--- config.mk ---
export PLATFORM = sky130hd
export DESIGN_NAME = dcache
export DESIGN_NICKNAME = d
export VERILOG_FILES = /design/src/dcache_pkg.sv /design/src/dcache_arb.sv /design/src/dcache_d0.sv /design/src/dcache_d1.sv /design/src/dcache_fill.sv /design/src/dcache.sv
export SDC_FILE = /design/constraint.sdc
export NUM_CORES = 2
export LEC_CHECK = 0
export BUFFER_PORTS_ARGS = -buffer_cell sky130_fd_sc_hd__buf_2
export CORE_MARGIN = 1
export CORE_UTILIZATION = 61
export CTS_CLUSTER_DIAMETER = 50
export DETAILED_ROUTE_END_ITERATION = 8
export MAX_ROUTING_LAYER = met4
export PLACE_DENSITY_LB_ADDON = 0.05
export SYNTH_ARGS = -nofsm -noshare
export SYNTH_HDL_FRONTEND = slang
export SYNTH_SLANG_ARGS = --single-unit
--- constraint.sdc ---
create_clock -name clk -period 16.35 [get_ports clk]
set_input_delay 4.0875 -clock clk [delete_from_list [all_inputs] [get_ports clk]]
set_output_delay 4.0875 -clock clk [all_outputs]
set_load 0.03 [all_outputs]
--- src/dcache_pkg.sv ---
// data cache package with geometry, vector types, lsu functions and pipeline structs
package dcache_pkg;

    localparam int DATA_WIDTH        = 32;
    localparam int ADDR_WIDTH        = 32;
    localparam int LINE_SIZE         = 16;                   // bytes
    localparam int LINE_COUNT        = 16;
    localparam int WORD_SIZE         = DATA_WIDTH / 8;       // bytes
    localparam int LINE_WIDTH        = LINE_SIZE * 8;
    localparam int OFFSET_WIDTH      = $clog2(LINE_SIZE);
    localparam int INDEX_WIDTH       = $clog2(LINE_COUNT);
    localparam int TAG_WIDTH         = ADDR_WIDTH - INDEX_WIDTH - OFFSET_WIDTH;
    localparam int BYTE_OFFSET_WIDTH = $clog2(WORD_SIZE);    // byte within a word

    typedef logic [DATA_WIDTH-1:0]   word_t;
    typedef logic [ADDR_WIDTH-1:0]   addr_t;
    typedef logic [TAG_WIDTH-1:0]    tag_t;
    typedef logic [INDEX_WIDTH-1:0]  index_t;
    typedef logic [OFFSET_WIDTH-1:0] offset_t;
    typedef logic [WORD_SIZE-1:0]    byte_sel_t;
    typedef logic [LINE_WIDTH-1:0]   line_t;

    typedef enum logic [2:0] {
        LSU_LB  = 3'd0,
        LSU_LH  = 3'd1,
        LSU_LW  = 3'd2,
        LSU_LBU = 3'd3,
        LSU_LHU = 3'd4,
        LSU_SB  = 3'd5,
        LSU_SH  = 3'd6,
        LSU_SW  = 3'd7
    } lsu_func_t;

    typedef struct packed {
        logic      valid;
        lsu_func_t func;
        addr_t     addr;
        word_t     data;
    } lsu_req_t;

    // valid marks a live entry, for a fill it is also the new line valid bit
    typedef struct packed {
        logic      wr_en;
        tag_t      tag;
        index_t    index;
        offset_t   offset;
        lsu_func_t func;
        word_t     data;
        logic      valid;
        logic      dirty;
        logic      fill;
        line_t     fill_data;
    } d0_in_t;

    typedef struct packed {
        d0_in_t    req;
        byte_sel_t byte_sel;
    } d1_in_t;

    typedef struct packed {
        logic  valid;
        logic  hit;
        logic  store;
        word_t data;
    } lsu_rsp_t;

    typedef struct packed {
        logic   valid;
        tag_t   tag;
        index_t index;
        logic   victim_dirty;
        tag_t   victim_tag;
        line_t  victim_line;
    } miss_t;

endpackage

--- src/dcache_arb.sv ---
// data cache arbiter, picks a line fill or an lsu request for the pipeline
`timescale 1ns/1ns

module dcache_arb (
    input  dcache_pkg::lsu_req_t i_req,
    input  logic                 i_fill_valid,
    input  dcache_pkg::tag_t     i_fill_tag,
    input  dcache_pkg::index_t   i_fill_index,
    input  dcache_pkg::line_t    i_fill_line,
    input  logic                 i_fill_busy,
    output logic                 o_ready,
    output logic                 o_fill_taken,
    output dcache_pkg::d0_in_t   o_d0
);
    import dcache_pkg::*;

    logic is_store;

    assign is_store     = i_req.func inside {LSU_SB, LSU_SH, LSU_SW};
    assign o_ready      = ~i_fill_busy & ~i_fill_valid;   // fill always wins
    assign o_fill_taken = i_fill_valid;

    always_comb begin
        o_d0 = '0;
        if (i_fill_valid) begin
            o_d0.wr_en     = 1'b1;
            o_d0.tag       = i_fill_tag;
            o_d0.index     = i_fill_index;
            o_d0.func      = LSU_LW;
            o_d0.valid     = 1'b1;
            o_d0.dirty     = 1'b0;  // fresh line from memory
            o_d0.fill      = 1'b1;
            o_d0.fill_data = i_fill_line;
        end else begin
            o_d0.valid  = i_req.valid & o_ready;
            o_d0.wr_en  = i_req.valid & o_ready & is_store;
            o_d0.tag    = i_req.addr[ADDR_WIDTH-1 -: TAG_WIDTH];
            o_d0.index  = i_req.addr[OFFSET_WIDTH +: INDEX_WIDTH];
            o_d0.offset = i_req.addr[OFFSET_WIDTH-1:0];
            o_d0.func   = i_req.func;
            o_d0.data   = i_req.data;
        end
    end

    // the lsu must never see its request granted while a fill is offered
    always_comb begin
        assert #0 (!(i_fill_valid && i_req.valid && o_ready))
            else $error("lsu request granted while a fill is offered");
    end

endmodule

--- src/dcache_d0.sv ---
// data cache stage 0, registers the request and decodes the byte select
`timescale 1ns/1ns

module dcache_d0 (
    input  logic               clk,
    input  logic               n_rst,
    input  dcache_pkg::d0_in_t i_d0,
    output dcache_pkg::d1_in_t o_d1
);
    import dcache_pkg::*;

    byte_sel_t byte_sel;

    always_comb begin
        case (i_d0.func)
            LSU_LB, LSU_LBU, LSU_SB: byte_sel = {{(WORD_SIZE-1){1'b0}}, 1'b1};
            LSU_LH, LSU_LHU, LSU_SH: byte_sel = {{(WORD_SIZE/2){1'b0}}, {(WORD_SIZE/2){1'b1}}};
            default:                 byte_sel = {WORD_SIZE{1'b1}};    // word access and fills
        endcase
    end

    // payload
    always_ff @(posedge clk) begin
        o_d1.req.tag       <= i_d0.tag;
        o_d1.req.index     <= i_d0.index;
        o_d1.req.offset    <= i_d0.offset;
        o_d1.req.func      <= i_d0.func;
        o_d1.req.data      <= i_d0.data;
        o_d1.req.dirty     <= i_d0.dirty;
        o_d1.req.fill      <= i_d0.fill;
        o_d1.req.fill_data <= i_d0.fill_data;
        o_d1.byte_sel      <= byte_sel;
    end

    always_ff @(posedge clk) begin
        if (!n_rst) begin
            o_d1.req.wr_en <= 1'b0;
            o_d1.req.valid <= 1'b0;
        end else begin
            o_d1.req.wr_en <= i_d0.wr_en;
            o_d1.req.valid <= i_d0.valid;
        end
    end

endmodule

--- src/dcache_d1.sv ---
// data cache stage 1, tag and data arrays with hit check, store merge and load extract
`timescale 1ns/1ns

module dcache_d1 (
    input  logic                 clk,
    input  logic                 n_rst,
    input  dcache_pkg::d1_in_t   i_d1,
    input  logic                 i_fill_busy,
    output dcache_pkg::lsu_rsp_t o_rsp,
    output dcache_pkg::miss_t    o_miss
);
    import dcache_pkg::*;

    tag_t                  tag_ram  [LINE_COUNT];
    line_t                 data_ram [LINE_COUNT];
    logic [LINE_COUNT-1:0] line_valid;
    logic [LINE_COUNT-1:0] line_dirty;

    d0_in_t                       req;
    index_t                       idx;
    logic [OFFSET_WIDTH-BYTE_OFFSET_WIDTH-1:0] word_idx;
    logic [BYTE_OFFSET_WIDTH-1:0] byte_idx;
    line_t                        cur_line;
    line_t                        merged_line;
    byte_sel_t                    store_sel;
    word_t                        store_data;
    word_t                        load_word;
    word_t                        load_shift;
    word_t                        load_data;
    logic                         lsu_req;
    logic                         blocked;
    logic                         tag_hit;
    logic                         hit;
    logic                         miss;
    logic                         fill_wr;
    logic                         store_wr;

    assign req      = i_d1.req;
    assign idx      = req.index;
    assign word_idx = req.offset[OFFSET_WIDTH-1:BYTE_OFFSET_WIDTH];
    assign byte_idx = req.offset[BYTE_OFFSET_WIDTH-1:0];
    assign cur_line = data_ram[idx];

    // the miss just reported is not seen as busy by the fill unit yet
    assign blocked  = i_fill_busy | o_miss.valid;
    assign lsu_req  = req.valid & ~req.fill;
    assign tag_hit  = line_valid[idx] & (tag_ram[idx] == req.tag);
    assign hit      = lsu_req & tag_hit & ~blocked;
    assign miss     = lsu_req & ~tag_hit & ~blocked;
    assign fill_wr  = req.valid & req.fill & req.wr_en;
    assign store_wr = hit & req.wr_en;

    assign store_sel  = i_d1.byte_sel << byte_idx;
    assign store_data = req.data << (8 * byte_idx);

    always_comb begin
        merged_line = cur_line;
        for (int b = 0; b < WORD_SIZE; b++) begin
            if (store_sel[b])
                merged_line[word_idx*DATA_WIDTH + b*8 +: 8] = store_data[b*8 +: 8];
        end
    end

    assign load_word  = cur_line[word_idx*DATA_WIDTH +: DATA_WIDTH];
    assign load_shift = load_word >> (8 * byte_idx);

    always_comb begin
        case (req.func)
            LSU_LB:  load_data = {{24{load_shift[7]}}, load_shift[7:0]};
            LSU_LBU: load_data = {24'b0, load_shift[7:0]};
            LSU_LH:  load_data = {{16{load_shift[15]}}, load_shift[15:0]};
            LSU_LHU: load_data = {16'b0, load_shift[15:0]};
            default: load_data = load_shift;
        endcase
    end

    always_ff @(posedge clk) begin
        if (fill_wr) begin
            tag_ram[idx]  <= req.tag;
            data_ram[idx] <= req.fill_data;
        end else if (store_wr) begin
            data_ram[idx] <= merged_line;
        end

        o_rsp.hit          <= hit;
        o_rsp.store        <= req.wr_en;
        o_rsp.data         <= load_data;
        o_miss.tag         <= req.tag;
        o_miss.index       <= idx;
        o_miss.victim_dirty <= line_valid[idx] & line_dirty[idx];
        o_miss.victim_tag  <= tag_ram[idx];
        o_miss.victim_line <= cur_line;
    end

    always_ff @(posedge clk) begin
        if (!n_rst) begin
            line_valid   <= '0;
            line_dirty   <= '0;
            o_rsp.valid  <= 1'b0;
            o_miss.valid <= 1'b0;
        end else begin
            if (fill_wr) begin
                line_valid[idx] <= req.valid;
                line_dirty[idx] <= req.dirty;
            end else if (store_wr) begin
                line_dirty[idx] <= 1'b1;
            end
            o_rsp.valid  <= lsu_req;
            o_miss.valid <= miss;
        end
    end

    // a fill in this stage was offered in the cycle before, while the fill unit was busy
    assert property (@(posedge clk) disable iff (!n_rst)
        (req.valid && req.fill) |-> $past(i_fill_busy))
        else $error("fill reached d1 without a pending miss");

    assert property (@(posedge clk) disable iff (!n_rst)
        o_miss.valid |-> !i_fill_busy)
        else $error("miss reported while the fill unit is busy");

    assert property (@(posedge clk) disable iff (!n_rst)
        o_rsp.valid |-> !(req.valid && req.fill))
        else $error("lsu response overlaps a line fill");

endmodule

--- src/dcache_fill.sv ---
// data cache miss handler, writes back a dirty victim and fetches the missing line
`timescale 1ns/1ns

module dcache_fill (
    input  logic               clk,
    input  logic               n_rst,
    input  dcache_pkg::miss_t  i_miss,
    input  logic               i_fill_taken,
    output logic               o_busy,
    output logic               o_fill_valid,
    output dcache_pkg::tag_t   o_fill_tag,
    output dcache_pkg::index_t o_fill_index,
    output dcache_pkg::line_t  o_fill_line,
    output logic               o_mem_en,
    output logic               o_mem_we,
    output dcache_pkg::addr_t  o_mem_addr,
    output dcache_pkg::line_t  o_mem_wdata,
    input  logic               i_mem_ack,
    input  dcache_pkg::line_t  i_mem_rdata
);
    import dcache_pkg::*;

    typedef enum logic [1:0] {
        IDLE,
        WRITEBACK,
        READ,
        FILL
    } fill_state_t;

    fill_state_t state;
    tag_t        miss_tag;
    index_t      miss_index;
    tag_t        victim_tag;
    line_t       victim_line;
    line_t       line_q;

    always_ff @(posedge clk) begin
        if (!n_rst) begin
            state <= IDLE;
        end else begin
            case (state)
                IDLE:      if (i_miss.valid) state <= i_miss.victim_dirty ? WRITEBACK : READ;
                WRITEBACK: if (i_mem_ack) state <= READ;
                READ:      if (i_mem_ack) state <= FILL;
                FILL:      if (i_fill_taken) state <= IDLE;
                default:   state <= IDLE;
            endcase
        end
    end

    always_ff @(posedge clk) begin
        if (state == IDLE && i_miss.valid) begin
            miss_tag    <= i_miss.tag;
            miss_index  <= i_miss.index;
            victim_tag  <= i_miss.victim_tag;
            victim_line <= i_miss.victim_line;
        end
        if (state == READ && i_mem_ack)
            line_q <= i_mem_rdata;
    end

    assign o_busy       = (state != IDLE);
    assign o_fill_valid = (state == FILL);
    assign o_fill_tag   = miss_tag;
    assign o_fill_index = miss_index;
    assign o_fill_line  = line_q;

    // held steady until the ack
    assign o_mem_en    = (state == WRITEBACK) || (state == READ);
    assign o_mem_we    = (state == WRITEBACK);
    assign o_mem_addr  = (state == WRITEBACK) ? {victim_tag, miss_index, {OFFSET_WIDTH{1'b0}}}
                                              : {miss_tag, miss_index, {OFFSET_WIDTH{1'b0}}};
    assign o_mem_wdata = victim_line;

    assert property (@(posedge clk) disable iff (!n_rst) i_mem_ack |-> o_mem_en)
        else $error("memory ack without an open request");

endmodule

--- src/dcache.sv ---
// data cache top level, arbiter and two pipeline stages plus the miss handler
`timescale 1ns/1ns

module dcache (
    input  logic                 clk,
    input  logic                 n_rst,
    input  dcache_pkg::lsu_req_t i_req,
    output logic                 o_ready,
    output dcache_pkg::lsu_rsp_t o_rsp,
    output logic                 o_mem_en,
    output logic                 o_mem_we,
    output dcache_pkg::addr_t    o_mem_addr,
    output dcache_pkg::line_t    o_mem_wdata,
    input  logic                 i_mem_ack,
    input  dcache_pkg::line_t    i_mem_rdata
);
    import dcache_pkg::*;

    d0_in_t d0_in;
    d1_in_t d1_in;
    miss_t  miss;
    logic   fill_valid;
    logic   fill_taken;
    logic   fill_busy;
    tag_t   fill_tag;
    index_t fill_index;
    line_t  fill_line;

    dcache_arb arb (
        .i_req        (i_req),
        .i_fill_valid (fill_valid),
        .i_fill_tag   (fill_tag),
        .i_fill_index (fill_index),
        .i_fill_line  (fill_line),
        .i_fill_busy  (fill_busy),
        .o_ready      (o_ready),
        .o_fill_taken (fill_taken),
        .o_d0         (d0_in)
    );

    dcache_d0 d0 (.clk(clk), .n_rst(n_rst), .i_d0(d0_in), .o_d1(d1_in));

    dcache_d1 d1 (
        .clk         (clk),
        .n_rst       (n_rst),
        .i_d1        (d1_in),
        .i_fill_busy (fill_busy),
        .o_rsp       (o_rsp),
        .o_miss      (miss)
    );

    dcache_fill fill (
        .clk          (clk),
        .n_rst        (n_rst),
        .i_miss       (miss),
        .i_fill_taken (fill_taken),
        .o_busy       (fill_busy),
        .o_fill_valid (fill_valid),
        .o_fill_tag   (fill_tag),
        .o_fill_index (fill_index),
        .o_fill_line  (fill_line),
        .o_mem_en     (o_mem_en),
        .o_mem_we     (o_mem_we),
        .o_mem_addr   (o_mem_addr),
        .o_mem_wdata  (o_mem_wdata),
        .i_mem_ack    (i_mem_ack),
        .i_mem_rdata  (i_mem_rdata)
    );

endmodule

==> summary.txt <==
Outcome
  – Status: complete, no violations

Clock tree
  – Skew-Pair Late Insertion Delay: ~0.97 ns
  – Post-CTS Setup Bufs: 0
  – CTS Hold Bufs: 0
  – Inserted Clock Buffers: approximately 330
  – Clk root buf: clkbuf_16
  – Clock Path Buffers: 4
  – H-tree levels: 5
  – CTS clock-pin slew for the worst setup and hold paths: 0.06 ns
  – Post-CTS sizing: 0
  – Clock sinks: around 3200
  – CTS tree: built

Die
  – Initial Util: 61.40%
  – Row Count: 162
  – Die Width: ~440 µm
  – Total die area: 197800 µm²
  – Core area: 194800 µm²
  – Die height: 444.8 µm
  – I/O pin cnt: 397

Route
  – Post-DRT Antenna Nets: 0
  – DR WL/cell: 33.73 µm
  – Met1 WL: approximately 120000 µm
  – Vias post-DR: slightly below 60000
  – First-pass detailed-route iteration total: 5
  – Routed Wire Length: 306300 µm
  – Wire length on met2: 150500 µm
  – DRC viols: 0
  – DR top layer: met4
  – Avg Vias per Cell: 6.561
  – Met3 routed WL: ~25000 µm
  – Initial DRC count: 7415

Synthesis
  – Seq/Total Area, Yosys: roughly three quarters
  – Post-Synth Simple-Gate Area: 2.491%
  – Number of synthesized flops with an enable pin: about 2700
  – Synth Instances: 5618
  – XOR/XNOR Fraction of Synth Area: less than 1%
  – Yosys top cell area share: about 69%
  – Post-Synth Adder-Cell Area: less than 1%
  – Async set-reset flop share out of synthesis: 0%
  – Compound-Gate Fraction of Synth Area: 2.288%
  – Most used DFF post-synth: edfxtp_1
  – Synth Warn #: 0
  – Synth area leader: edfxtp_1
  – Synthesized area per cell: 21.29 µm²
  – Most area-consuming cells after synthesis: edfxtp_1 (69%), mux4_2 (14%), dfxtp_1 (7.5%), mux2_4 (1.5%), mux2i_1 (1.1%)
  – Flops & latches, synth: 3191
  – Yosys cell types: between 60 and 70
  – Post-synthesis cell area: approximately 120000 µm²
  – Largest family of logic cells by synthesized area: multiplexers
  – Portion of netlist area occupied by mux cells: 17.33%

Timing
  – Fmax: between 100 and 150 MHz
  – Final Slew Violations: 0
  – Worst slew pin tran: 1.309 ns
  – Max Clock Skew: roughly 0.066 ns
  – Rel. slew slack: a little under an eighth
  – Min Tclk post-route: 8.428 ns
  – Tcrit/Tclk final: 51.55%
  – RSZ-0062 raised after global routing: false
  – Final Hold Fails: 0
  – Final setup violating endpoints: 0
  – Setup TNS: 0 ns

Critical path
  – Peak fanout along the critical path: 50
  – R2r endpoint: d1.data_ram[1][66]$_DFFE_PP_
  – Slowest CP cell: dfxtp_4
  – R2r startpoint: d0.o_d1[175]$_DFF_P_
  – Cell Chain, Critical Path: buf_4 -> buf_4 -> mux4_2 -> mux2i_1 -> nor2_1 -> a221oi_1 -> a21oi_1 -> nor4_4 -> nand4_1 -> buf_4 -> a211oi_4 -> buf_4 -> buf_4 -> buf_4
  – CP Launch Type: register
  – CP required: 16.92 ns
  – Worst EP arrival: roughly 9 ns
  – Worst R2R Setup Slack: a little under 8 ns
  – Crit path top cell by count: buf_4
  – Depth of the most critical reg-to-reg path: 14
  – CP endpoint kind: register
  – Crit-path max cell delay: 0.90 ns
  – Crit path kind: reg2reg

Layout
  – Reg area: 91330 µm²
  – Synthesis-to-finish area growth: 13.36%
  – Layout Nets: 6407
  – Layout cells sized above 1: 31.53%
  – Area occupied by multi-input gates: 27080 µm²
  – Layout fillers: 11960

Min path
  – Hold depth: 0
  – Hold crit path type: reg2reg
  – Worst hold start: d1.o_miss[125]$_DFF_P_
  – WHS Endpoint: fill.o_mem_wdata[125]$_DFFE_PP_

Power and ir drop
  – Power per cell area: ~140 nW/µm²
  – Pleak: 0.04506 µW
  – PnR Total Power: 19030 µW
  – Peak supply drop: 0.1209 mV

Global routing
  – Initial antenna violation count: 6
  – Total grt overflow: 0
  – Vias in the first global route: about 60000
  – Global-route wire length before repair: 432200 µm
  – GRT Total Usage: 32.19%
  – Largest net degree at the start of global routing: 95

Placed design
  – RD Place Congestion: 0.8951
  – DP HPWL: 174400 µm
  – IO buf count: 392

Flow run
  – Max-cap viol count: 0
[cell type report]
| type | instances | area share (%) |
|---|---|---|
| diodes | 4 | 0.007383 |
| clock buffers | 459 | 6.909 |
| clock inverters | 128 | 0.8943 |
| inverters | 33 | 0.09690 |
| multi-input cells | 2105 | 19.97 |
| flip-flops and latches | 3191 | 67.36 |
| well taps | 2624 | 2.422 |
| repair buffers | 538 | 2.339 |
[report_power, final]
part | internal, µW | total [µW] | switching, µW
sequential | 9220 | 9430 | 209
combinational | 835 | 2260 | 1430
clock | 4320 | 7330 | 3020
[worst max-delay path by stage]
| stage | start | to | slack, ns | cells after the start |
|---|---|---|---|---|
| 2_1_floorplan | d0.o_d1[175]$_DFF_P_ | d1.data_ram[10][0]$_DFFE_PP_ | 3.15 | 14 |
| 3_3_place_gp | d0.o_d1[175]$_DFF_P_ | d1.data_ram[1][66]$_DFFE_PP_ | 7.98 | 14 |
| 3_5_place_dp | d0.o_d1[175]$_DFF_P_ | d1.data_ram[1][66]$_DFFE_PP_ | 7.95 | 14 |
| 4_1_cts | d0.o_d1[175]$_DFF_P_ | d1.data_ram[1][81]$_DFFE_PP_ | 7.91 | 14 |
| 5_1_grt | d0.o_d1[175]$_DFF_P_ | d1.data_ram[1][35]$_DFFE_PP_ | 7.71 | 14 |
| 6_report | d0.o_d1[175]$_DFF_P_ | d1.data_ram[1][66]$_DFFE_PP_ | 7.92 | 14 |
[state kept, by name, summed over array words and instances (netlist names), named ones only]
signal	flops
fill.victim_tag	24
d1.data_ram	2048
fill.o_fill_line	128
fill.o_mem_wdata	128
d1.o_rsp	35
d1.line_valid	16
d1.tag_ram	384
d0.o_d1	200
fill.o_fill_index	4
fill.o_fill_tag	24
d1.o_miss	182
fill.state	2
[layer usage]
metal	up-vias	GRT usage [%]
met2	3180	50.45
li1	24240	-
met5	-	-
met4	0	12.44
met3	629	4.993
met1	31540	43.23
[kinds of logic (layout without fill, tap and decap cells)]
| kind of cell | after synthesis | in the layout |
|---|---|---|
| other cells | 1 | 8 |
| compound gates | 392 | 392 |
| buf+inv | 325 | 1158 |
| flops | 3191 | 3191 |
| mux | 1083 | 1083 |
| fa+ha+maj | 10 | 10 |
| xor+xnor | 16 | 16 |
| simple gates | 600 | 600 |
[synthesized netlist by cell type (21+ instances only)]
cell / count
mux2i_1: 128
inv_1: 30
buf_6: 25
and2_1: 139
mux4_2: 732
a22oi_1: 50
nand2_1: 200
mux2_4: 120
nand3_1: 26
buf_1: 70
nor2_1: 105
dfxtp_1: 451
o31ai_1: 60
a21oi_1: 31
o211ai_1: 21
o21ai_0: 91
a22o_1: 42
clkbuf_1: 101
buf_2: 78
edfxtp_1: 2740
nor2b_1: 55
mux2_2: 103
[cells in the final DEF, fill, tap and decap left out, drive strengths merged, types with 17 or more instances in the layout]
cell    count
a21oi      31
nand2     200
and2      139
clkinv     89
nor2      105
o211ai     21
o21ai      92
buf       538
a22oi      50
mux2i     128
a211oi     20
mux4      732
clkbuf    459
bufinv     20
nor2b      55
inv        42
edfxtp   2740
nand3      26
dfxtp     451
o31ai      60
a22o       42
mux2      223
a221oi     17
[worst max-delay path, delay by kind of cell (launching register included)]
family	cells	cell delay, ns
AOI/OAI and AO/OA	3	0.77
muxes	2	0.87
DFF	1	0.90
and+or+nand+nor	3	0.97
buffers and inverters	6	4.14
[stage by stage]
step | utilization, % | hold WS [ns] | instances | instance area (µm²) | worst slack (ns)
floorplan | - | 0.3290 | 5621 | 119600 | 3.153
global placement | 64.17 | 0.3855 | 8491 | 125000 | 7.978
detailed placement | 64.17 | 0.3887 | 8491 | 125000 | 7.945
CTS | 69.60 | 0.3983 | 9078 | 135600 | 7.906
global route | 69.60 | 0.4009 | 9079 | 135600 | 7.705
finish | 69.60 | 0.3959 | 9082 | 135600 | 7.922
Power figures use the tool's default switching activity.
